**src/hw/mpmc_settings.svh**
```systemverilog
`ifndef MPMC_SETTINGS_SVH
`define MPMC_SETTINGS_SVH

// Number of client ports sharing the memory
`define MPMC_NUM_PORTS 2
// Width of a port index, as carried by the grant
`define MPMC_PORT_W $clog2(`MPMC_NUM_PORTS)

// Word address width, 64 words in the array
`define MPMC_ADDR_W 6
`define MPMC_DATA_W 32

// Entries in every command and response queue
`define MPMC_FIFO_DEPTH 4
// Queues stay busy this many cycles after reset is released
`define MPMC_FIFO_RST_CYCLES 4

// Memory model timing, calibration after reset and read latency
`define MPMC_CALIB_CYCLES 20
`define MPMC_RD_LATENCY 2

`endif

```
**src/hw/mpmc_mem_array.sv**
```systemverilog
`default_nettype none
`timescale 1ns/1ps

`include "mpmc_settings.svh"

module mpmc_mem_array
(
	input  logic                    clk,
	input  logic                    rst,
	input  logic                    mem_rd,
	input  logic                    mem_wr,
	input  logic [`MPMC_ADDR_W-1:0] mem_addr,
	input  logic [`MPMC_DATA_W-1:0] mem_wdata,
	output logic [`MPMC_DATA_W-1:0] mem_rdata,
	output logic                    mem_rvalid,
	output logic                    calib_complete
);

	localparam int WORDS = 2 ** `MPMC_ADDR_W;
	localparam int LAT = `MPMC_RD_LATENCY;
	localparam int CAL_W = $clog2(`MPMC_CALIB_CYCLES + 1);

	logic [`MPMC_DATA_W-1:0] mem [WORDS];
	logic [CAL_W-1:0] cal_cnt;
	logic [LAT-1:0] rvalid_pipe;
	logic [`MPMC_DATA_W-1:0] rdata_pipe [LAT];

	// ==============================
	// Calibration
	// ==============================

	// Counts up once after reset and stops when calibration is reported
	always_ff @(posedge clk)
	begin
		if (rst)
		begin
			cal_cnt <= '0;
			calib_complete <= 1'b0;
		end
		else if (!calib_complete)
		begin
			cal_cnt <= cal_cnt + 1'b1;
			calib_complete <= (cal_cnt == CAL_W'(`MPMC_CALIB_CYCLES - 1));
		end
	end

	// ==============================
	// Array and read pipeline
	// ==============================

	// Writes land at the edge that samples the strobe
	always_ff @(posedge clk)
	begin
		if (mem_wr)
			mem[mem_addr] <= mem_wdata;
	end

	// Valid bits are control and get cleared
	always_ff @(posedge clk)
	begin
		if (rst)
			rvalid_pipe <= '0;
		else
		begin
			rvalid_pipe[0] <= mem_rd;
			for (int i = 1; i < LAT; i++)
				rvalid_pipe[i] <= rvalid_pipe[i-1];
		end
	end

	// Data stages just follow along behind the valid bits
	always_ff @(posedge clk)
	begin
		rdata_pipe[0] <= mem[mem_addr];
		for (int i = 1; i < LAT; i++)
			rdata_pipe[i] <= rdata_pipe[i-1];
	end

	assign mem_rvalid = rvalid_pipe[LAT-1];
	assign mem_rdata = rdata_pipe[LAT-1];

	// The pop strobe generator holds every command back until calibration ends
	a_no_early_access: assert property (@(posedge clk) disable iff (rst)
		(mem_rd || mem_wr) |-> calib_complete)
		else $error("mpmc_mem_array: access before calibration");

endmodule

`default_nettype wire

```
**config.mk**
```make
export PLATFORM = sky130hd
export DESIGN_NAME = mpmc_mem_array
export DESIGN_NICKNAME = d
export VERILOG_FILES = /design/src/hw/mpmc_mem_array.sv
export VERILOG_INCLUDE_DIRS = /design/src /design/src/hw
export SDC_FILE = /design/constraint.sdc
export NUM_CORES = 2
export LEC_CHECK = 0
export CORE_MARGIN = 4
export CORE_UTILIZATION = 47
export CTS_BUF_LIST = sky130_fd_sc_hd__clkbuf_4 sky130_fd_sc_hd__clkbuf_8 sky130_fd_sc_hd__clkbuf_16
export CTS_CLUSTER_SIZE = 14
export DETAILED_ROUTE_END_ITERATION = 7
export DONT_BUFFER_PORTS = 1
export MAX_ROUTING_LAYER = met4
export PLACE_DENSITY = 0.69
export RECOVER_POWER = 50
export SLEW_MARGIN = 30
export SYNTH_ARGS = -nofsm -noshare
export SYNTH_HDL_FRONTEND = slang
export SYNTH_SLANG_ARGS = --single-unit
```
**constraint.sdc**
```tcl
create_clock -name clk -period 3.5 [get_ports clk]
set_input_delay 0.525 -clock clk [delete_from_list [all_inputs] [get_ports clk]]
set_output_delay 0.525 -clock clk [all_outputs]
set_load 0.005 [all_outputs]
```
* Word-level counts from Yosys, hierarchy flattened
Memories as Yosys holds them, arrays and structs flattened.
Cells that the tools add are included.
** Cells by class
- $add $sub $neg :: 1
- Equal/unequal tests :: 1
- Mux-type cells :: 3
** Operator list (number)
- $add A5 B1 Y5 const B :: 1
- $eq A5 B5 Y1 const B :: 1
- $mux W1 :: 3
** Storage, ports and cells
- Flip-flop bits (word level) :: 8
- Memory bits (writable) :: 2112
- Input port bits :: 42
- Output and inout port bits :: 34
- Logic and storage cells :: 10
- Memories :: 2
** Memories
- mem :: words 64, width 32, rd ports 1, clocked after Yosys merged registers in 0, write ports 1, line mpmc_mem_array.sv:23 : logic [`MPMC_DATA_W-1:0] mem [WORDS];
- rdata_pipe :: words 2, width 32, rd ports 2, clocked after Yosys merged registers in 0, write ports 2, line mpmc_mem_array.sv:26 : logic [`MPMC_DATA_W-1:0] rdata_pipe [LAT];

* Logic depth before layout (Yosys ltp)
- Depth in word-level cells :: 2
- Depth in mapped cells :: 11
- Depth with buffers taken out :: 6

* Worst setup path after synthesis
Ideal clock, no wire load.
- Path type :: input -> register
- Start point :: input port mem_addr[2]
- End point :: memory mem[13][0] in the netlist's numbering, enable pin
- Setup time :: 421 ps
- Arrival :: 3253 ps
- Required time :: 3079 ps
- Slack :: -174 ps
- Stages :: 8
- Buffers on the path :: 6
- Path through :: buf_6 -> buf_2 -> buf_2 -> buf_4 -> buf_4 -> buf_2 -> nand3_1 -> nor2_1
** RTL lines
- start: declaration :: line mpmc_mem_array.sv:12 : input logic [`MPMC_ADDR_W-1:0] mem_addr,
- end: declaration :: line mpmc_mem_array.sv:23
No word-level cell before the write port.

==> reports/metrics.cfg <==
[synthesis]
synthesis.area_per_instance_um2=18.24
synthArstFlopShare_pct=0
synthMuxAreaShare_pct=5.627
synth_top_family_by_area=compound AO/OA/AOI/OAI gates
yosys.area_share.adder_pct=0.01568
yosysWarnings=0
synth_seq_cells=2120
syn_inst=4375
synth_compound_area_share_pct=10.72
synth-simple-area-share_pct=2.377
synth_xor_area_share_pct=0.04390
synth_flop_cell=edfxtp_1
syn_area_um2=79800
ys_types=58
synth-seq-area-share_pct=78.87
syn-num-nets=4418
synth-edff-count=2048

[min_path]
hp-class=primary input to flip-flop
min_from=mem_addr[3]

[floorplanning]
core-area_um2=168000
die_w_um=420.1
dieArea_um2=176500
rows=150
initial_core_util_pct=47.51
io-pin-count=76
die_h_um=420.1

[power_and_ir_drop]
powerDensity_nw_per_um2=582.5
switchingPower_uw=11120
power.share.switching_pct=21.12
power.share.sequential_pct=53.8
pwr-share-clk_pct=41.8
ir_drop_mv=0.4449
p_leak_uw=0.02836
combPwrFrac_pct=4.3
internal-power_uw=41530
finalPower_uw=52660

[timing]
setup_viol=0
finClkSkew_ns=0.03981
tns_ns=0
grt_setup_unrepaired=false
maxSlewViolCount=2080
hold_viol=0
slew_headroom_pct=-143.9
min_period_ns=3.311
period_share_pct=94.59
worst_pin_slew_ns=3.658
fmax_mhz=302.1

[global_route]
grt_pass1_wl_um=308700
antenna_found_initial=13
grt_max_degree=425
grt_pass1_vias=43030
grt_use_total_pct=24.76
grt_overflow=0

[placement]
place_congestion=0.8381
portBuffers=0
dpl_cell_area_um2=83450
hpwl_um=118600

[cells_and_area]
regArea_um2=62940
drive_gt1_share_pct=17.58
syn_to_final_growth_pct=13.28
layout.nets=4519
fin_area_um2=90400
num-fill-cells=12586
multi_input_area_um2=15540

[setup_path]
setup.worst_path.class=primary input to flip-flop
crit_path_start=mem_addr[0]
worstRegToRegCells=6
r2r-end=rdata_pipe[0][27]
worstPathRequired_ns=4.28
crit_end=rdata_pipe[0][6]
arrival_ns=4.09
worstPathMaxFanout=254
endpoint_kind=flip-flop
ff2ff_setup_slack_ns=0.99
startpoint_type=primary input
reg2reg_from=mem[7][27]

[clock_tree]
cts_tree=done
path_clk_slew_ns=0.06
cts-root-buf=clkbuf_16
htreeDepth=4
cts_buffer_depth=3
clock_sink_count=2120
numCtsBuffers=203
cts_setup_buffers=0
clk_latency_ns=0.83

[outcome]
violations=capacitance limit, slew limit
status=finished, violations left

[detailed_routing]
vias=44242
postRouteAntennaNets=0
drt_iter0_drc=6332
drtPass1Iterations=7
drc_errors=0
detail_route.wl_per_cell_um=31.26
wl_um=214700
viasPerCell=6.442

[flow_run]
max-cap-violations=32

layout make-up:
cell class              instances  area share, %
flip-flops and latches       2120          69.62
multi-input cells            1890          17.19
clock buffers                 264          6.241
well taps                    2204          3.050
repair buffers                247          2.522
clock inverters               113          1.266
inverters                      14        0.06090
diodes                         16        0.04429
worst max-delay path, cell delays in order:
cell and delay [ns]:
nor2_1 1.09, buf_12 0.33, a22o_1 0.17, a22oi_1 0.08, o21ai_0 0.76, nor4_2 0.22
buf_4 0.20, nand3_1 0.07
cells by family after synthesis:
family,Yosys count
flops,2120
simple gates,392
buf+inv,365
compound gates,1171
mux,322
xor+xnor,4
fa+ha+maj,1
cells in the mapped netlist, types with 13 or more instances:
cell / n / share of area (%)
a22oi_1: 309 / 2.9
a221o_1: 29 / 0.36
a21oi_1: 130 / 0.82
nand2_1: 60 / 0.28
mux2i_1: 128 / 1.6
dfxtp_1: 72 / 1.8
buf_4: 50 / 0.47
o211ai_1: 20 / 0.19
buf_6: 24 / 0.34
nand3_1: 27 / 0.17
a22o_1: 88 / 0.97
a221oi_1: 277 / 3.0
o21ai_1: 22 / 0.14
o21ai_0: 119 / 0.75
nor3_1: 19 / 0.12
mux4_2: 91 / 2.6
and3_1: 15 / 0.12
a32oi_1: 14 / 0.15
buf_2: 107 / 0.67
edfxtp_1: 2048 / 77
buf_1: 20 / 0.094
nor2_1: 154 / 0.72
o2bb2ai_1: 14 / 0.15
nor2b_1: 24 / 0.19
mux2_2: 93 / 1.3
a211oi_1: 13 / 0.12
nor4_1: 14 / 0.11
clkbuf_1: 150 / 0.71
inv_1: 13 / 0.061
or4_1: 13 / 0.12
or3_1: 34 / 0.27
o22ai_1: 116 / 0.91
routing by layer:
layer	part of all wire, %	vias to the layer above	global-route usage, %
met5	0	-	-
met4	3.6	0	8.492
met3	10	395	4.749
met2	47	2633	37.90
met1	39	22795	33.62
li1	-	18419	-
power groups by stage:
stage	combinational [uW]	sequential [uW]	clock [uW]
5_1_grt	2380	28400	23300
3_5_place_dp	1820	28800	0
4_1_cts	2340	28300	22200
3_3_place_gp	1800	28800	0
2_1_floorplan	1450	28700	0
6_report	2270	28400	22000
through the flow:
stage	util [%]	std cells	hold slack, ns	setup slack, ns
finish	53.82	6868	0.07934	0.1895
global route	53.81	6864	0.06738	0.4014
CTS	54.26	6852	0.02583	1.020
detailed placement	49.68	6440	0.3132	0.1461
global placement	49.67	6440	0.3134	-0.2287
floorplan	-	4375	0.3096	-0.1738
sequential cells by signal, summed over array words and instances, names as in the netlist:
signal	flops
rdata_pipe	64
cal_cnt	5
mem	2048
rvalid_pipe	2
calib_complete	1
timing repair:
item,in CTS,in global routing
resized for setup,0,0
endpoints found under the setup margin,0,0
hold endpoints to repair,2057,0
hold buffers,35,0
layout by cell type, fill, tap and decap left out, types with 20 or more instances in the layout:
cell type and instances:
edfxtp_1 2048, a22oi_1 309, a221oi_1 277, clkbuf_16 205, buf_4 169, a21oi_1 130
mux2i_1 128, o21ai_0 116, o22ai_1 116, mux2_2 93, nor2_1 91, mux4_2 91
a22o_1 88, dfxtp_1 72, nor2_4 64, nand2_1 60, clkbuf_4 48, clkinv_1 46
buf_12 43, or3_1 34, clkbuf_1 32, a221o_1 29, clkinv_2 29, nand3_1 26
o21ai_1 25, nor2b_1 21, o211ai_1 20
worst min-delay path by stage:
| stage | end | slack (ns) | depth (start not counted) |
|---|---|---|---|
| after floorplan | rdata_pipe[0][32] | 0.31 | 0 |
| after detailed placement | rdata_pipe[0][33] | 0.31 | 0 |
| final | mem[48][31] | 0.08 | 3 |
| after global routing | rdata_pipe[0][31] | 0.07 | 2 |
| after CTS | mem[13][29] | 0.03 | 1 |
| after global placement | rdata_pipe[0][33] | 0.31 | 0 |
Power figures use the tool's default switching activity.
