<file path="src/hw/mpmc_settings.svh">
`ifndef MPMC_SETTINGS_SVH
`define MPMC_SETTINGS_SVH

// Number of client ports sharing the memory
`define MPMC_NUM_PORTS 2
// Width of a port index, as carried by the grant
`define MPMC_PORT_W $clog2(`MPMC_NUM_PORTS)

// Word address width, 64 words in the array
`define MPMC_ADDR_W 6
`define MPMC_DATA_W 32

// Entries in every command and response queue
`define MPMC_FIFO_DEPTH 4
// Queues stay busy this many cycles after reset is released
`define MPMC_FIFO_RST_CYCLES 4

// Memory model timing, calibration after reset and read latency
`define MPMC_CALIB_CYCLES 20
`define MPMC_RD_LATENCY 2

`endif

</file>
<file path="src/hw/mpmc_fifo.sv">
`default_nettype none
`timescale 1ns/1ps

`include "mpmc_settings.svh"

module mpmc_fifo
#(
	parameter type payload_t = logic [`MPMC_DATA_W-1:0]
)
(
	input  logic     clk,
	input  logic     rst,
	input  logic     push,
	input  payload_t push_data,
	input  logic     pop,
	output payload_t head,
	output logic     empty,
	output logic     full,
	output logic     rst_busy
);

	localparam int DEPTH = `MPMC_FIFO_DEPTH;
	localparam int PTR_W = $clog2(DEPTH);
	localparam int CNT_W = $clog2(DEPTH + 1);
	localparam int BUSY_W = $clog2(`MPMC_FIFO_RST_CYCLES + 1);

	payload_t mem [DEPTH];
	logic [PTR_W-1:0] wr_ptr;
	logic [PTR_W-1:0] rd_ptr;
	logic [CNT_W-1:0] count;
	logic [BUSY_W-1:0] busy_cnt;
	logic do_push;
	logic do_pop;

	// ==============================
	// Reset busy window
	// ==============================

	// The queue reports busy for a few cycles once reset is released
	always_ff @(posedge clk)
	begin
		if (rst)
			busy_cnt <= BUSY_W'(`MPMC_FIFO_RST_CYCLES);
		else if (busy_cnt != '0)
			busy_cnt <= busy_cnt - 1'b1;
	end

	assign rst_busy = (busy_cnt != '0);

	// ==============================
	// Circular buffer
	// ==============================

	// Pushes are dropped while the queue is still coming out of reset
	assign do_push = push && !full && !rst_busy;
	assign do_pop = pop && !empty;

	always_ff @(posedge clk)
	begin
		if (rst)
		begin
			wr_ptr <= '0;
			rd_ptr <= '0;
			count <= '0;
		end
		else
		begin
			if (do_push)
				wr_ptr <= (wr_ptr == PTR_W'(DEPTH - 1)) ? '0 : wr_ptr + 1'b1;
			if (do_pop)
				rd_ptr <= (rd_ptr == PTR_W'(DEPTH - 1)) ? '0 : rd_ptr + 1'b1;
			// Count moves only when exactly one side is active
			if (do_push && !do_pop)
				count <= count + 1'b1;
			else if (do_pop && !do_push)
				count <= count - 1'b1;
		end
	end

	// Storage holds payload only and is never cleared
	always_ff @(posedge clk)
	begin
		if (do_push)
			mem[wr_ptr] <= push_data;
	end

	// First word fall through, the head is visible while the queue is not empty
	assign head = mem[rd_ptr];
	assign empty = (count == '0);
	assign full = (count == CNT_W'(DEPTH));

	// Producer honours the full flag
	a_no_overflow: assert property (@(posedge clk) disable iff (rst) push |-> !full)
		else $error("mpmc_fifo: push while full");

	// Consumer only pops a queue that holds data
	a_no_underflow: assert property (@(posedge clk) disable iff (rst) pop |-> !empty)
		else $error("mpmc_fifo: pop while empty");

endmodule

`default_nettype wire

</file>
<file path="config.mk">
export PLATFORM = sky130hd
export DESIGN_NAME = mpmc_fifo
export DESIGN_NICKNAME = d
export VERILOG_FILES = /design/src/hw/mpmc_fifo.sv
export VERILOG_INCLUDE_DIRS = /design/src /design/src/hw
export SDC_FILE = /design/constraint.sdc
export NUM_CORES = 1
export LEC_CHECK = 0
export BUFFER_PORTS_ARGS = -buffer_cell sky130_fd_sc_hd__buf_2
export CORE_AREA = 4 4 103 105
export DETAILED_ROUTE_END_ITERATION = 8
export DIE_AREA = 0 0 107 109
export PLACE_DENSITY = 0.76
export SLEW_MARGIN = 20
export SYNTH_ARGS = -nofsm -noshare
export SYNTH_HDL_FRONTEND = slang
export SYNTH_SLANG_ARGS = --single-unit
</file>
<file path="constraint.sdc">
create_clock -name clk -period 3.65 [get_ports clk]
set_input_delay 0.73 -clock clk [delete_from_list [all_inputs] [get_ports clk]]
set_output_delay 0.73 -clock clk [all_outputs]
set_load 0.02 [all_outputs]
</file>
# Yosys cells after proc, flatten, opt, wreduce, memory -nomap -nowiden
# Memories as Yosys holds them, arrays and structs flattened. A register that Yosys moved wholly into a read port is not among the register bits.
# Index checks and enable logic that the tools add are counted.
# word_totals
ram_bits,128
n_memories,1
out_inout_bits,35
reg_bits,10
elab_cells,34
in_bits,36
latchBits,0
romBits,0
# op_classes
n_bitwise,0
reduce_logical,13
eq_ne,3
mux,8
multipliers,0
div_mod_pow,0
n_lt_le_gt_ge,0
n_addsub,5
shift,0
# mem_list
memory,words,width,read_ports,rd_ports_with_merged_regs,write_ports,line,rtl
mem,4,32,1,1,1,mpmc_fifo.sv:27,payload_t mem [DEPTH];
# ops
operator,count
2-to-1 mux 2 bit,4
2-to-1 mux 3 bit,2
subtractor 3 x 1 -> 3 bit (second input constant),2
logical AND 1 bit,5
zero test 1 bit,5
adder 2 x 1 -> 2 bit (second input constant),2
equality test 2 bit (second input constant),2
adder 3 x 1 -> 3 bit (second input constant),1
equality test 3 bit (second input constant),1
zero test 3 bit,1
nonzero test 3 bit,1
2-to-1 mux 1 bit,2
nonzero test 2 bit,1

# Logic depth before layout (Yosys ltp)
# depth
depth_word,8
mapped_depth,10

# Least setup slack after synthesis
# OpenSTA, ideal clock, no wires.
# synth_timing
path_kind,input to register
from,input port push
to,register count[2]
path_buffers,0
t_arrival_ns,2.392
stages,8
setup_time_ns,0.071
slack_ns,1.187
path_cell_list,and3b_1 and2_4 ha_1 inv_1 fa_1 xor2_1 or3_2 a21oi_1
# synth_between
elab_chain_cells,5
# synth_rtl
item,line,rtl
from (decl),mpmc_fifo.sv:13,"input logic push,"
logical AND 1 bit * (2 in a row),mpmc_fifo.sv:55,assign do_push = push && !full && !rst_busy;
net do_push,mpmc_fifo.sv:32,logic do_push;
zero test 1 bit,mpmc_fifo.sv:75,else if (do_pop && !do_push)
logical AND 1 bit,mpmc_fifo.sv:75,
nonzero test 2 bit (no source line),--,
to (signal assigned),mpmc_fifo.sv:74,count <= count + 1'b1;
to (signal assigned),mpmc_fifo.sv:76,count <= count - 1'b1;
to (decl),mpmc_fifo.sv:30,logic [CNT_W-1:0] count;
# Mark *: on every way through the listed nets, which the timed path passes. The rest lies on a longest branch.
# A chain may end at the register's enable or synchronous reset.

==> results.py <==
metrics = {
    "outcome": {
        "status": "complete, no violations",
    },
    "power": {
        "power_mw": 4.334,
        "p_sw_share_pct": 26.39,
        "power_density_nw_per_um2": 694.6,
        "p_clk_share_pct": 33.5,
        "netSwitchingPower_mw": 1.144,
        "vdd_drop_max_uv": 425.4,
        "pwr-share-comb_pct": 21.6,
        "p_seq_share_pct": 44.9,
        "p_leak_nw": 2.161,
        "intPower_mw": 3.191,
    },
    "clock_network": {
        "cts_tree": "built",
        "path_clk_slew_ps": 60,
        "cts_max_level": 4,
        "clkLatencyLatePin_ps": 510,
        "cts_root_buf": "clkbuf_8",
        "cts_sinks": 140,
        "cts_hold_buffers": 0,
        "cts_resized": 0,
        "cts_setup_buffers": 0,
        "numCtsBuffers": 17,
        "cts_buffer_depth": 2,
    },
    "cells_and_area": {
        "final_cell_area_um2": 6240,
        "final_common_cell": "edfxtp_1",
        "n_antenna_cell": 0,
        "layout.nets": 358,
        "syn2layout_area_growth_pct": 19.39,
        "final_layout_size_suffix_gt1_share_pct": 41.72,
        "final-seq-area_um2": 4086,
        "layout_common_cells": "edfxtp_1 (128), buf_2 (70), mux4_2 (32), clkbuf_16 (16), dfxtp_1 (10)",
        "fillers": 657,
        "multi_input_area_um2": 1072,
    },
    "floorplan": {
        "num_rows": 36,
        "start_util_pct": 54.22,
        "die-area_um2": 11660,
        "fp.dieW_um": 107,
        "ios": 71,
        "chipHeight_um": 109,
        "design.core.area_um2": 9639,
    },
    "logic_synthesis": {
        "synth_top_area_share_pct": 73.55,
        "yosys.area.top_type": "edfxtp_1",
        "synth-seq-cells": 140,
        "yosysWarnings": 0,
        "synth_area_leaders": "edfxtp_1 (74%), mux4_2 (14%), dfxtp_1 (4.6%)",
        "yosysUniqueCellTypes": 30,
        "synth_cells": 232,
        "syn_area_um2": 5226,
        "yosysSeqAreaShare_pct": 78.14,
        "synthesis.nets": 277,
        "synth_area_per_cell_um2": 22.53,
    },
    "global_route": {
        "track_usage_pct": 15.96,
        "grt_pass1_wl_um": 13370,
        "grt_overflow": 0,
        "antenna_found_initial": 0,
        "grt_max_degree": 33,
        "first_global_vias": 2591,
    },
    "sta": {
        "slew_headroom_pct": 41.90,
        "slew_viol_final": 0,
        "rsz0062_at_grt": "no",
        "tns_ps": 0,
        "period_share_pct": 75.74,
        "max_freq_mhz": 361.7,
        "fin_crit_ps": 2765,
        "setup_viol": 0,
        "hold_viol": 0,
        "skew_ps": 9.524,
        "setup_slack_ps": 885.5,
        "tightest_slew_ps": 871.4,
    },
    "critical_path": {
        "max_stage_delay_ps": 880,
        "end_kind": "primary output",
        "crit_type": "reg -> out",
        "path_max_fanout": 32,
        "critPathRequiredTime_ps": 2920,
        "cp_data_arrival_time_ps": 2030,
        "slowest_stage": "dfxtp_2",
        "cp-start-kind": "flip-flop",
        "crit_chain": "mux4_2, buf_2",
    },
    "detailed_routing": {
        "via_count": 2424,
        "drc": 0,
        "antenna_left": 0,
        "routed_wl_um": 8330,
        "drt-initial-drc-count": 93,
        "drt_first_pass_iters": 4,
        "via_per_inst": 5.281,
        "wire_per_inst_um": 18.15,
    },
    "min_path": {
        "worstHoldPathType": "in -> reg",
    },
    "place": {
        "post-place-ws_ps": 973.0,
        "gp_congestion": 0.7232,
        "place_area_um2": 5725,
        "io_buffers": 70,
        "dp.final_hpwl_um": 4901,
    },
    "run": {
        "max-cap-violations": 0,
    },
}
-- area by class of cell --
type | count | area share [%]
Multi-Input combinational cell | 75 | 17.18
Clock inverter | 3 | 0.2406
Tap cell | 133 | 2.667
Timing Repair Buffer | 71 | 5.935
Clock buffer | 29 | 8.001
Sequential cell | 140 | 65.49
Inverter | 8 | 0.4813
-- cell usage after synthesis, drive strengths merged --
library cell / n
nand3: 1
mux2i: 2
buf: 7
clkbuf: 2
nand2b: 1
or3: 2
a211oi: 2
inv: 8
edfxtp: 128
nor2: 5
o21ai: 1
and2: 1
and3: 4
o31ai: 3
and3b: 1
xor2: 2
dfxtp: 12
xnor2: 1
or3b: 1
mux4: 32
ha: 8
a21oi: 3
nor3: 2
fa: 1
a31o: 1
nand2: 1
-- path summary, 6_finish.rpt --
kind                 startpoint          end  slack (ps)  cells past startpoint
setup / recovery      flip-flop     head[23]         890                      2
hold / removal    push_data[28]   mem[1][28]         430                      1
setup reg to reg    busy_cnt[0]     count[2]        1170                     10
hold reg to reg     busy_cnt[1]  busy_cnt[1]         500                      2
-- layer usage --
metal,routed length [um],global-route usage [%]
met5,0,0
met4,152,7.945
met3,556,6.039
met2,4347,26.08
met1,3274,18.72
-- cell families after synthesis --
family / synth area share [%]
flip-flops: 78.14
adder cells (fa/ha/maj): 2.298
multiplexers: 14.17
AO/OA/AOI/OAI: 1.364
buffers and inverters: 1.341
XOR/XNOR: 0.5028
AND/OR/NAND/NOR: 2.179
-- state kept, by name, summed over array words and instances, names as in the netlist, named ones only --
| name | flops |
|---|---|
| busy_cnt | 3 |
| count | 3 |
| mem | 128 |
| rd_ptr | 2 |
| wr_ptr | 2 |
-- power by group through the flow --
stage	Clock, mW	Combinational, mW	Sequential (mW)
global route	1.56	1.03	1.96
detailed placement	0	0.951	1.98
CTS	1.48	0.959	1.95
finish	1.45	0.937	1.95
floorplan	0	0.708	1.94
global placement	0	0.933	1.97
-- through the flow --
| stage | instances | hold WS [ps] | util (%) |
|---|---|---|---|
| 3_3_place_gp | 427 | 475.2 | 59.40 |
| 5_1_grt | 459 | 409.5 | 64.73 |
| 2_1_floorplan | 232 | 445.8 | - |
| 4_1_cts | 459 | 410.0 | 64.73 |
| 6_report | 459 | 433.5 | 64.73 |
| 3_5_place_dp | 427 | 492.3 | 59.40 |
-- critical path, delay by kind of cell (launching register included) --
kind | cells | cell delay [ps]
flip-flops | 1 | 880
multiplexers | 1 | 430
buffers and inverters | 1 | 190
Note: power is estimated with default switching activity, not from simulation.
