<file path="config.mk">
export PLATFORM = sky130hd
export DESIGN_NAME = mpmc_sequencer
export DESIGN_NICKNAME = d
export VERILOG_FILES = /design/src/hw/mpmc_pkg.sv /design/src/hw/mpmc_sequencer.sv
export VERILOG_INCLUDE_DIRS = /design/src /design/src/hw
export SDC_FILE = /design/constraint.sdc
export NUM_CORES = 1
export LEC_CHECK = 0
export BUFFER_PORTS_ARGS = -buffer_cell sky130_fd_sc_hd__buf_2
export CELL_PAD_IN_SITES_DETAIL_PLACEMENT = 0
export CELL_PAD_IN_SITES_GLOBAL_PLACEMENT = 1
export CORE_UTILIZATION = 28
export CTS_CLUSTER_SIZE = 12
export DETAILED_ROUTE_END_ITERATION = 16
export HOLD_SLACK_MARGIN = 0.05
export PLACE_DENSITY_LB_ADDON = 0.2
export SETUP_SLACK_MARGIN = 0.1
export SLEW_MARGIN = 5
export SYNTH_ARGS = -nofsm -noshare
export SYNTH_HDL_FRONTEND = slang
export SYNTH_SLANG_ARGS = --single-unit
export TNS_END_PERCENT = 5
</file>
<file path="constraint.sdc">
create_clock -name clk -period 5.1 [get_ports clk]
set_clock_uncertainty 0.15 [all_clocks]
set_input_delay 1.02 -clock clk [delete_from_list [all_inputs] [get_ports clk]]
set_output_delay 1.02 -clock clk [all_outputs]
set_load 0.05 [all_outputs]
</file>
<file path="src/hw/mpmc_settings.svh">
`ifndef MPMC_SETTINGS_SVH
`define MPMC_SETTINGS_SVH

// Number of client ports sharing the memory
`define MPMC_NUM_PORTS 2
// Width of a port index, as carried by the grant
`define MPMC_PORT_W $clog2(`MPMC_NUM_PORTS)

// Word address width, 64 words in the array
`define MPMC_ADDR_W 6
`define MPMC_DATA_W 32

// Entries in every command and response queue
`define MPMC_FIFO_DEPTH 4
// Queues stay busy this many cycles after reset is released
`define MPMC_FIFO_RST_CYCLES 4

// Memory model timing, calibration after reset and read latency
`define MPMC_CALIB_CYCLES 20
`define MPMC_RD_LATENCY 2

`endif

</file>
<file path="src/hw/mpmc_pkg.sv">
`default_nettype none

`include "mpmc_settings.svh"

package mpmc_pkg;

	// ==============================
	// Sequencer states
	// ==============================

	// IDLE waits for the pop strobe, ACCEPT holds the command until a read
	// has room in its response queue, ISSUE drives the memory for one cycle
	// and WAIT_DATA covers the read latency
	typedef enum logic [1:0]
	{
		IDLE      = 2'd0,
		ACCEPT    = 2'd1,
		ISSUE     = 2'd2,
		WAIT_DATA = 2'd3
	} mpmc_state_t;

	// ==============================
	// Command word
	// ==============================

	// One entry of a command queue
	// The write data field is ignored for reads
	typedef struct packed
	{
		logic                    we;
		logic [`MPMC_ADDR_W-1:0] addr;
		logic [`MPMC_DATA_W-1:0] wdata;
	} mpmc_cmd_t;

endpackage

`default_nettype wire

</file>
<file path="src/hw/mpmc_sequencer.sv">
`default_nettype none
`timescale 1ns/1ps

`include "mpmc_settings.svh"

module mpmc_sequencer
(
	input  logic                       clk,
	input  logic                       rst,
	input  logic                       rd,
	input  logic [`MPMC_PORT_W-1:0]    grant,
	input  mpmc_pkg::mpmc_cmd_t        grant_cmd,
	input  logic [`MPMC_NUM_PORTS-1:0] resp_full_vec,
	input  logic                       mem_rvalid,
	input  logic [`MPMC_DATA_W-1:0]    mem_rdata,
	output mpmc_pkg::mpmc_state_t      state,
	output logic                       mem_rd,
	output logic                       mem_wr,
	output logic [`MPMC_ADDR_W-1:0]    mem_addr,
	output logic [`MPMC_DATA_W-1:0]    mem_wdata,
	output logic [`MPMC_NUM_PORTS-1:0] resp_push_vec,
	output logic [`MPMC_DATA_W-1:0]    resp_data
);

	mpmc_pkg::mpmc_state_t state_q;
	mpmc_pkg::mpmc_state_t state_next;
	mpmc_pkg::mpmc_cmd_t cmd_q;
	logic [`MPMC_PORT_W-1:0] port_q;

	// ==============================
	// State machine
	// ==============================

	always_comb
	begin
		state_next = state_q;
		case (state_q)
			mpmc_pkg::IDLE:
				if (rd)
					state_next = mpmc_pkg::ACCEPT;
			// A read needs a free slot in its response queue before it goes out
			mpmc_pkg::ACCEPT:
				if (cmd_q.we || !resp_full_vec[port_q])
					state_next = mpmc_pkg::ISSUE;
			mpmc_pkg::ISSUE:
				state_next = cmd_q.we ? mpmc_pkg::IDLE : mpmc_pkg::WAIT_DATA;
			mpmc_pkg::WAIT_DATA:
				if (mem_rvalid)
					state_next = mpmc_pkg::IDLE;
			default:
				state_next = mpmc_pkg::IDLE;
		endcase
	end

	always_ff @(posedge clk)
	begin
		if (rst)
			state_q <= mpmc_pkg::IDLE;
		else
			state_q <= state_next;
	end

	// The pop strobe generator sees the next state
	// That way it drops the strobe in the same cycle the command is taken
	assign state = state_next;

	// Capture the popped command and the port it came from
	always_ff @(posedge clk)
	begin
		if (state_q == mpmc_pkg::IDLE && rd)
		begin
			cmd_q <= grant_cmd;
			port_q <= grant;
		end
	end

	// ==============================
	// Memory and response side
	// ==============================

	// One cycle strobe towards the memory while in ISSUE
	assign mem_wr = (state_q == mpmc_pkg::ISSUE) && cmd_q.we;
	assign mem_rd = (state_q == mpmc_pkg::ISSUE) && !cmd_q.we;
	assign mem_addr = cmd_q.addr;
	assign mem_wdata = cmd_q.wdata;

	// Read data goes back to the port that issued the command
	always_comb
	begin
		resp_push_vec = '0;
		if (state_q == mpmc_pkg::WAIT_DATA && mem_rvalid)
			resp_push_vec[port_q] = 1'b1;
	end

	assign resp_data = mem_rdata;

	// Only one read is ever outstanding, and its data is expected here
	a_rvalid_in_wait: assert property (@(posedge clk) disable iff (rst)
		mem_rvalid |-> state_q == mpmc_pkg::WAIT_DATA)
		else $error("mpmc_sequencer: read data outside WAIT_DATA");

endmodule

`default_nettype wire

</file>
* Yosys cells after proc, flatten, opt, wreduce, memory -nomap -nowiden *
Cells that the tools add are included.

storage, ports and cells
  register bits after elaboration = 42
  input bits = 78
  output and inout bits = 76
  word-level logic and storage cells = 29

operators by class
  magnitude comparators = 2
  equal/unequal tests = 3
  multiplexer cells = 10
  reduce and logical (&&, ||, !) cells = 9

operator list
  kind                                                        count
  2-to-1 mux 2 bit                                            5
  case mux 2 bit (4 select lines)                             1
  logical AND 1 bit                                           5
  == test 2 bit, second input constant                        2
  2-to-1 mux 1 bit                                            3
  == test 2 x 1 -> 1 bit, second input constant               1
  zero test 1 bit                                             2
  zero test 2 bit                                             1
  less-than comparator 1 x 2 -> 1 bit, second input constant  1
  demux 1 bit (select 1 bit)                                  1
  >= comparator 1 bit, second input constant                  1
  logical OR 1 bit                                            1

* Depth between registers and ports, before layout *
Gate-level depths: netlist of the first run.

  word-level depth = 6
  depth in mapped cells = 4

* Least setup slack after synthesis of the first run *
Ideal clock, no wire load.

  kind = in2reg
  start point = input rd
  end point = register cmd_q[38] (netlist bit) (enable)
  data arrival time = 3.955 ns
  required time = 4.455 ns
  path slack = 0.499 ns
  stages on the path = 1
  path through = nor3b_1

between the ends
  word-level cells in the longest chain between the ends = 1

RTL lines
  item                  line                  text
  from (decl)           mpmc_sequencer.sv:10  input logic rd,
  logical AND 1 bit     mpmc_sequencer.sv:70  if (state_q == mpmc_pkg::IDLE && rd)
  to (signal assigned)  mpmc_sequencer.sv:72  cmd_q <= grant_cmd;
  to (decl)             mpmc_sequencer.sv:27  mpmc_pkg::mpmc_cmd_t cmd_q;

Every way passes these cells.
A chain may end at the register's enable or synchronous reset.

* Worst setup path after layout of the first run *
  start point = input resp_full_vec[1]
  end point = output state[0]

between the ends
  word-level cells in the longest chain between the ends = 6

RTL lines
  item                                                 line                  text
  from (decl)                                          mpmc_sequencer.sv:13  input logic [`MPMC_NUM_PORTS-1:0] resp_full_vec,
  2-to-1 mux 1 bit (not written as such) (2 in a row)  mpmc_sequencer.sv:43  if (cmd_q.we || !resp_full_vec[port_q])
  zero test 1 bit                                      mpmc_sequencer.sv:43
  logical OR 1 bit                                     mpmc_sequencer.sv:43
  2-to-1 mux 2 bit                                     mpmc_sequencer.sv:43
  case mux 2 bit (4 select lines)                      mpmc_sequencer.sv:37  case (state_q)
  to (decl)                                            mpmc_sequencer.sv:16  output mpmc_pkg::mpmc_state_t state,

Every way passes these cells. The select of a mux whose other input is x is not followed.

==> flow_summary.ini, run 1 <==
[run_status]
status = finished with violations
violations = DRC

[timing]
maxSlewViolCount = 0
rsz0062_at_grt = no
tns_ps = 0
max_slew.worst_pin.slew_ps = 294
fmax_mhz = 322
fin_crit_ps = 3110
layout_setup_ws_ps = 1990
finalSetupViolCount = 0
slew_headroom_pct = 80.3
period_share_pct = 60.9
hold_viol = 0
holdWs_ps = 549

[finish]
nNetsFinal = 239
drive_gt1_share_pct = 62.1
num_antenna_cells = 0
fin_cells = 238
final.fill_count = 652
final_cell_mix = buf_2 (89), edfxtp_1 (40), clkbuf_8 (5)
mostFrequentLayoutCell = buf_2
syn_to_final_growth_pct = 5.46

[placed_design]
globalplace.congestion = 0.657
post-place-ws_ps = 1990
dpl.hpwl_um = 2420
place.port_buffers = 89
placedCellCount = 231

[clocking]
cts.clk_slew.worst_paths_ps = 70
clkLatencyLatePin_ps = 280
cts_made_buffers = 5
postCtsHoldBufs = 0
root_buffer = clkbuf_8
clock-sinks = 42
ctsResizeCount = 0
ctsHtreeMaxLevel = 2
cts_setup_buffers = 0
cts_tree = done
clockBufferDepth = 2

[yosys]
syn_area_per_cell_um2 = 14.1
syn_area_mm2 = 0.00190
synth_top_cell_area_share_pct = 63.2
synth_cells = 135
yosysTopAreaCell = edfxtp_1
synth-seq-cells = 42
netlist-cell-type-count = 16
ys_top_cells_by_area = edfxtp_1 (63%), buf_4 (28%), dfxtp_1 (2.1%), nor3_1 (1.1%), nor2_1 (0.79%)
yosysWarnings = 0
synth_fp_nets = 213
yosysSeqAreaShare_pct = 65.3

[flow_run]
max_cap_violations = 0

[drt]
viasPerCell = 4.13
wl_per_cell_um = 13.6
routed_wl_um = 3240
drt_iter0_markers = 61
ant_nets = 0
dr_total_vias = 983
route.detailed.drc = 15
firstDrtPassIters = 10

[grt]
grtUsageTotal_pct = 8.66
grt_pass1_wl_um = 4770
grt_pass1_vias = 1016
overflow = 0
grt_max_degree = 22
antenna_found_initial = 0

[power]
swShare_pct = 31.1
combPwrFrac_pct = 20.6
p_sw_w = 0.000245
powerDensity_mw_per_mm2 = 392
p_leak_nw = 0.853
seqPwrFrac_pct = 53.5
finalPower_w = 0.000787
ir_worst_vdd_v = 0.000164
p_clk_share_pct = 25.9
internal-power_w = 0.000542

[critical_path]
startpoint_type = primary input
cp.required_ps = 3930
slowest_delay_ps = 350
crit_fanout = 2
crit_type = in2out
end_kind = primary output
arrival_ps = 1940
cpMostUsedCell = buf_2
crit_path_top_delay_cell = or3_4
path_cells = buf_2 > mux2i_1 > or3_4 > a21oi_1 > buf_2

[floorplan]
row_count = 29
floorplan.initialDensity_pct = 29.4
core-area_mm2 = 0.00646
dieArea_mm2 = 0.00713
io_pins = 154
die-width_um = 84.4
die_y_um = 84.4

[hold_path]
hold_class = reg2reg
[per-layer routing]
layer | part of all wire, % | track usage [%]
met2 | 44 | 14.2
met1 | 37 | 8.79
met5 | 0 | 0
met4 | 0.53 | 3.08
met3 | 18 | 6.00
[worst max-delay path, delay by kind of cell]
| family | cells | cell delay [ps] |
|---|---|---|
| buffers and inverters | 2 | 360 |
| AND/OR/NAND/NOR | 1 | 350 |
| AO/OA/AOI/OAI | 1 | 130 |
| multiplexers | 1 | 80 |
[power by group through the flow]
stage | Clock (W) | Sequential (W) | Combinational, W
after floorplan | 0 | 0.000428 | 0.000216
after global placement | 0 | 0.000428 | 0.000162
after detailed placement | 0 | 0.000429 | 0.000164
after CTS | 0.000218 | 0.000422 | 0.000164
after global routing | 0.000226 | 0.000425 | 0.000169
final | 0.000204 | 0.000421 | 0.000162
[cell usage after synthesis]
library cell	count
buf_4	71
edfxtp_1	40
nor2_1	4
nor3_1	4
inv_1	3
a21oi_1	2
dfxtp_1	2
a211oi_2	1
a31oi_1	1
buf_2	1
mux2i_1	1
nand2b_1	1
nand3_1	1
nor3b_1	1
o211ai_1	1
or3_4	1
[stage by stage]
step | utilization [%] | area [um2]
final | 31.1 | 2010
after CTS | 31.1 | 2010
after floorplan | - | 1900
after detailed placement | 29.8 | 1930
after global placement | 29.8 | 1930
after global routing | 31.1 | 2010
[final cells by class]
class                   instances  area (um2)  share of cell area [%]
inverters                       3        11.3                   0.561
multi-input cells              18         116                    5.80
well taps                      77        96.3                    4.80
repair buffers                 91         460                    23.0
flip-flops and latches         42        1240                    61.9
clock buffers                   6        72.6                    3.62
clock inverters                 1        7.51                   0.374
[cells by family (layout without fill, tap and decap cells)]
logic type	Yosys count	after routing	synth area share, %
AO/OA/AOI/OAI	5	5	1.91
flip-flops	42	42	65.3
multiplexers	1	1	0.526
buffers and inverters	75	101	28.9
AND/OR/NAND/NOR	12	12	3.42
[worst paths after layout]
kind / depth (start not counted) / slack [ps] / start / end
worst max-delay path: 5 / 1990 / resp_full_vec[1] / state[0]
worst min-delay path: 2 / 550 / cmd_q[38] / state_q[0]
worst max register to register: 2 / 3670 / state_q[0] / mem_wdata[25]
worst min register to register: 2 / 550 / cmd_q[38] / state_q[0]
[state kept, by name, indices dropped and copies added (netlist names)]
signal     count
mem_wdata     32
cmd_q          1
mem_addr       6
state_q        2
port_q         1
Power figures use the tool's default switching activity.
==> run 2: changes to the inputs <==
--- a/config.mk
+++ b/config.mk
@@ -9,7 +9,7 @@
 export BUFFER_PORTS_ARGS = -buffer_cell sky130_fd_sc_hd__buf_2
 export CELL_PAD_IN_SITES_DETAIL_PLACEMENT = 0
 export CELL_PAD_IN_SITES_GLOBAL_PLACEMENT = 1
-export CORE_UTILIZATION = 28
+export CORE_UTILIZATION = 25
 export CTS_CLUSTER_SIZE = 12
 export DETAILED_ROUTE_END_ITERATION = 16
 export HOLD_SLACK_MARGIN = 0.05
==> constraint.sdc (replaced) <==
create_clock -name clk -period 2.85 [get_ports clk]
set_clock_uncertainty 0.15 [all_clocks]
set_input_delay 0.57 -clock clk [delete_from_list [all_inputs] [get_ports clk]]
set_output_delay 0.57 -clock clk [all_outputs]
set_load 0.05 [all_outputs]
==> flow_summary.ini, run 2 (synthesis gave the netlist of run 1 again) <==
[grt]
grt_max_degree = 22
grtUsageTotal_pct = 7.94
overflow = 0
antenna_found_initial = 0
grt_pass1_wl_um = 4470
grt_pass1_vias = 948

[drt]
wl_per_cell_um = 11.9
route.detailed.drc = 0
viasPerCell = 3.65
drt_iter0_markers = 17
dr_total_vias = 952
firstDrtPassIters = 4
ant_nets = 0
routed_wl_um = 3100

[critical_path]
worst-path-buf-inv = 1
crit_fanout = 3
reg2reg_slack_ps = 1430
crit_type = reg2out
cp.required_ps = 2130
slowest_delay_ps = 420
crit_family = flip-flops
end_kind = primary output
path_cells = mux2i_1 > or3_4 > a21oi_1 > buf_2
crit_path_top_delay_cell = edfxtp_1
arrival_ps = 1620
startpoint_type = flip-flop

[finish]
num_antenna_cells = 0
syn_to_final_growth_pct = 7.57
final_cell_mix = buf_2 (89), edfxtp_1 (40), clkbuf_8 (5)
regArea_mm2 = 0.00124
final.fill_count = 793
mostFrequentLayoutCell = buf_2
drive_gt1_share_pct = 62.3
multi_input_area_um2 = 123
largest_register_ffs = 32
fin_area_mm2 = 0.00205
nNetsFinal = 239

[placed_design]
globalplace.congestion = 0.668
dpl.hpwl_um = 2430
place.port_buffers = 89
place_area_mm2 = 0.00196

[power]
internal-power_w = 0.000976
p_leak_nw = 0.862
swShare_pct = 31.0
powerDensity_mw_per_mm2 = 691
p_clk_share_pct = 26.3
p_sw_w = 0.000438
combPwrFrac_pct = 20.4
ir_worst_vdd_v = 0.000192
seqPwrFrac_pct = 53.3

[timing]
max_slew.worst_pin.slew_ps = 353
period_share_pct = 82.2
maxSlewViolCount = 0
fmax_mhz = 427
tns_ps = 0
finalSetupViolCount = 0
hold_viol = 0
rsz0062_at_grt = no
slew_headroom_pct = 76.4
fin_crit_ps = 2340

[floorplan]
die_y_um = 89.2
row_count = 31
dieArea_mm2 = 0.00796
io_pins = 154
core-area_mm2 = 0.00729
die-width_um = 89.2
floorplan.initialDensity_pct = 26.1

[run_status]
status = complete, no violations

[hold_path]
hold_class = in2reg

[clocking]
clockBufferDepth = 2
ctsHtreeMaxLevel = 2
clkLatencyLatePin_ps = 290
cts_tree = done
cts_made_buffers = 5
root_buffer = clkbuf_8
postCtsHoldBufs = 0
ctsResizeCount = 0
cts.clk_slew.worst_paths_ps = 80
cts_setup_buffers = 0
clock-sinks = 42

[flow_run]
max_cap_violations = 0
run 2: final timing paths:
kind	from	to	depth (start not counted)
min reg2reg	cmd_q[38]	state_q[0]	2
min	grant	port_q	1
max	port_q	state[0]	4
max reg2reg	state_q[1]	mem_wdata[2]	2
run 2: routing by layer:
layer  GRT usage (%)  up-vias  share of wire, %
met5               0        -                 0
met4            5.48        0               4.3
met3            4.52       21                15
met2            13.4       77                48
met1            7.24      416                33
li1                -      438                 -
run 2: stage by stage:
step / hold slack, ps / std cells / util, % / setup slack [ps] / power (W)
final: 298 / 261 / 28.1 / 509 / 0.00141
after global placement: 509 / 253 / 26.9 / 668 / 0.00106
after floorplan: 459 / 135 / - / 114 / 0.00115
after global routing: 264 / 261 / 28.1 / 395 / 0.00150
after detailed placement: 518 / 253 / 26.9 / 652 / 0.00106
after CTS: 277 / 261 / 28.1 / 469 / 0.00145
run 2: layout make-up:
class	instances	area share, %
clock buffers	6	3.55
flip-flops and latches	42	60.7
inverters	3	0.550
clock inverters	2	0.673
well taps	99	6.06
repair buffers	91	22.5
multi-input cells	18	5.99
run 2: power by group through the flow:
stage               Sequential, W  Combinational (W)  Clock (W)
global placement         0.000767           0.000291          0
detailed placement       0.000768           0.000294          0
global route             0.000761           0.000308   0.000430
CTS                      0.000754           0.000294   0.000401
finish                   0.000753           0.000289   0.000372
floorplan                0.000763           0.000387          0
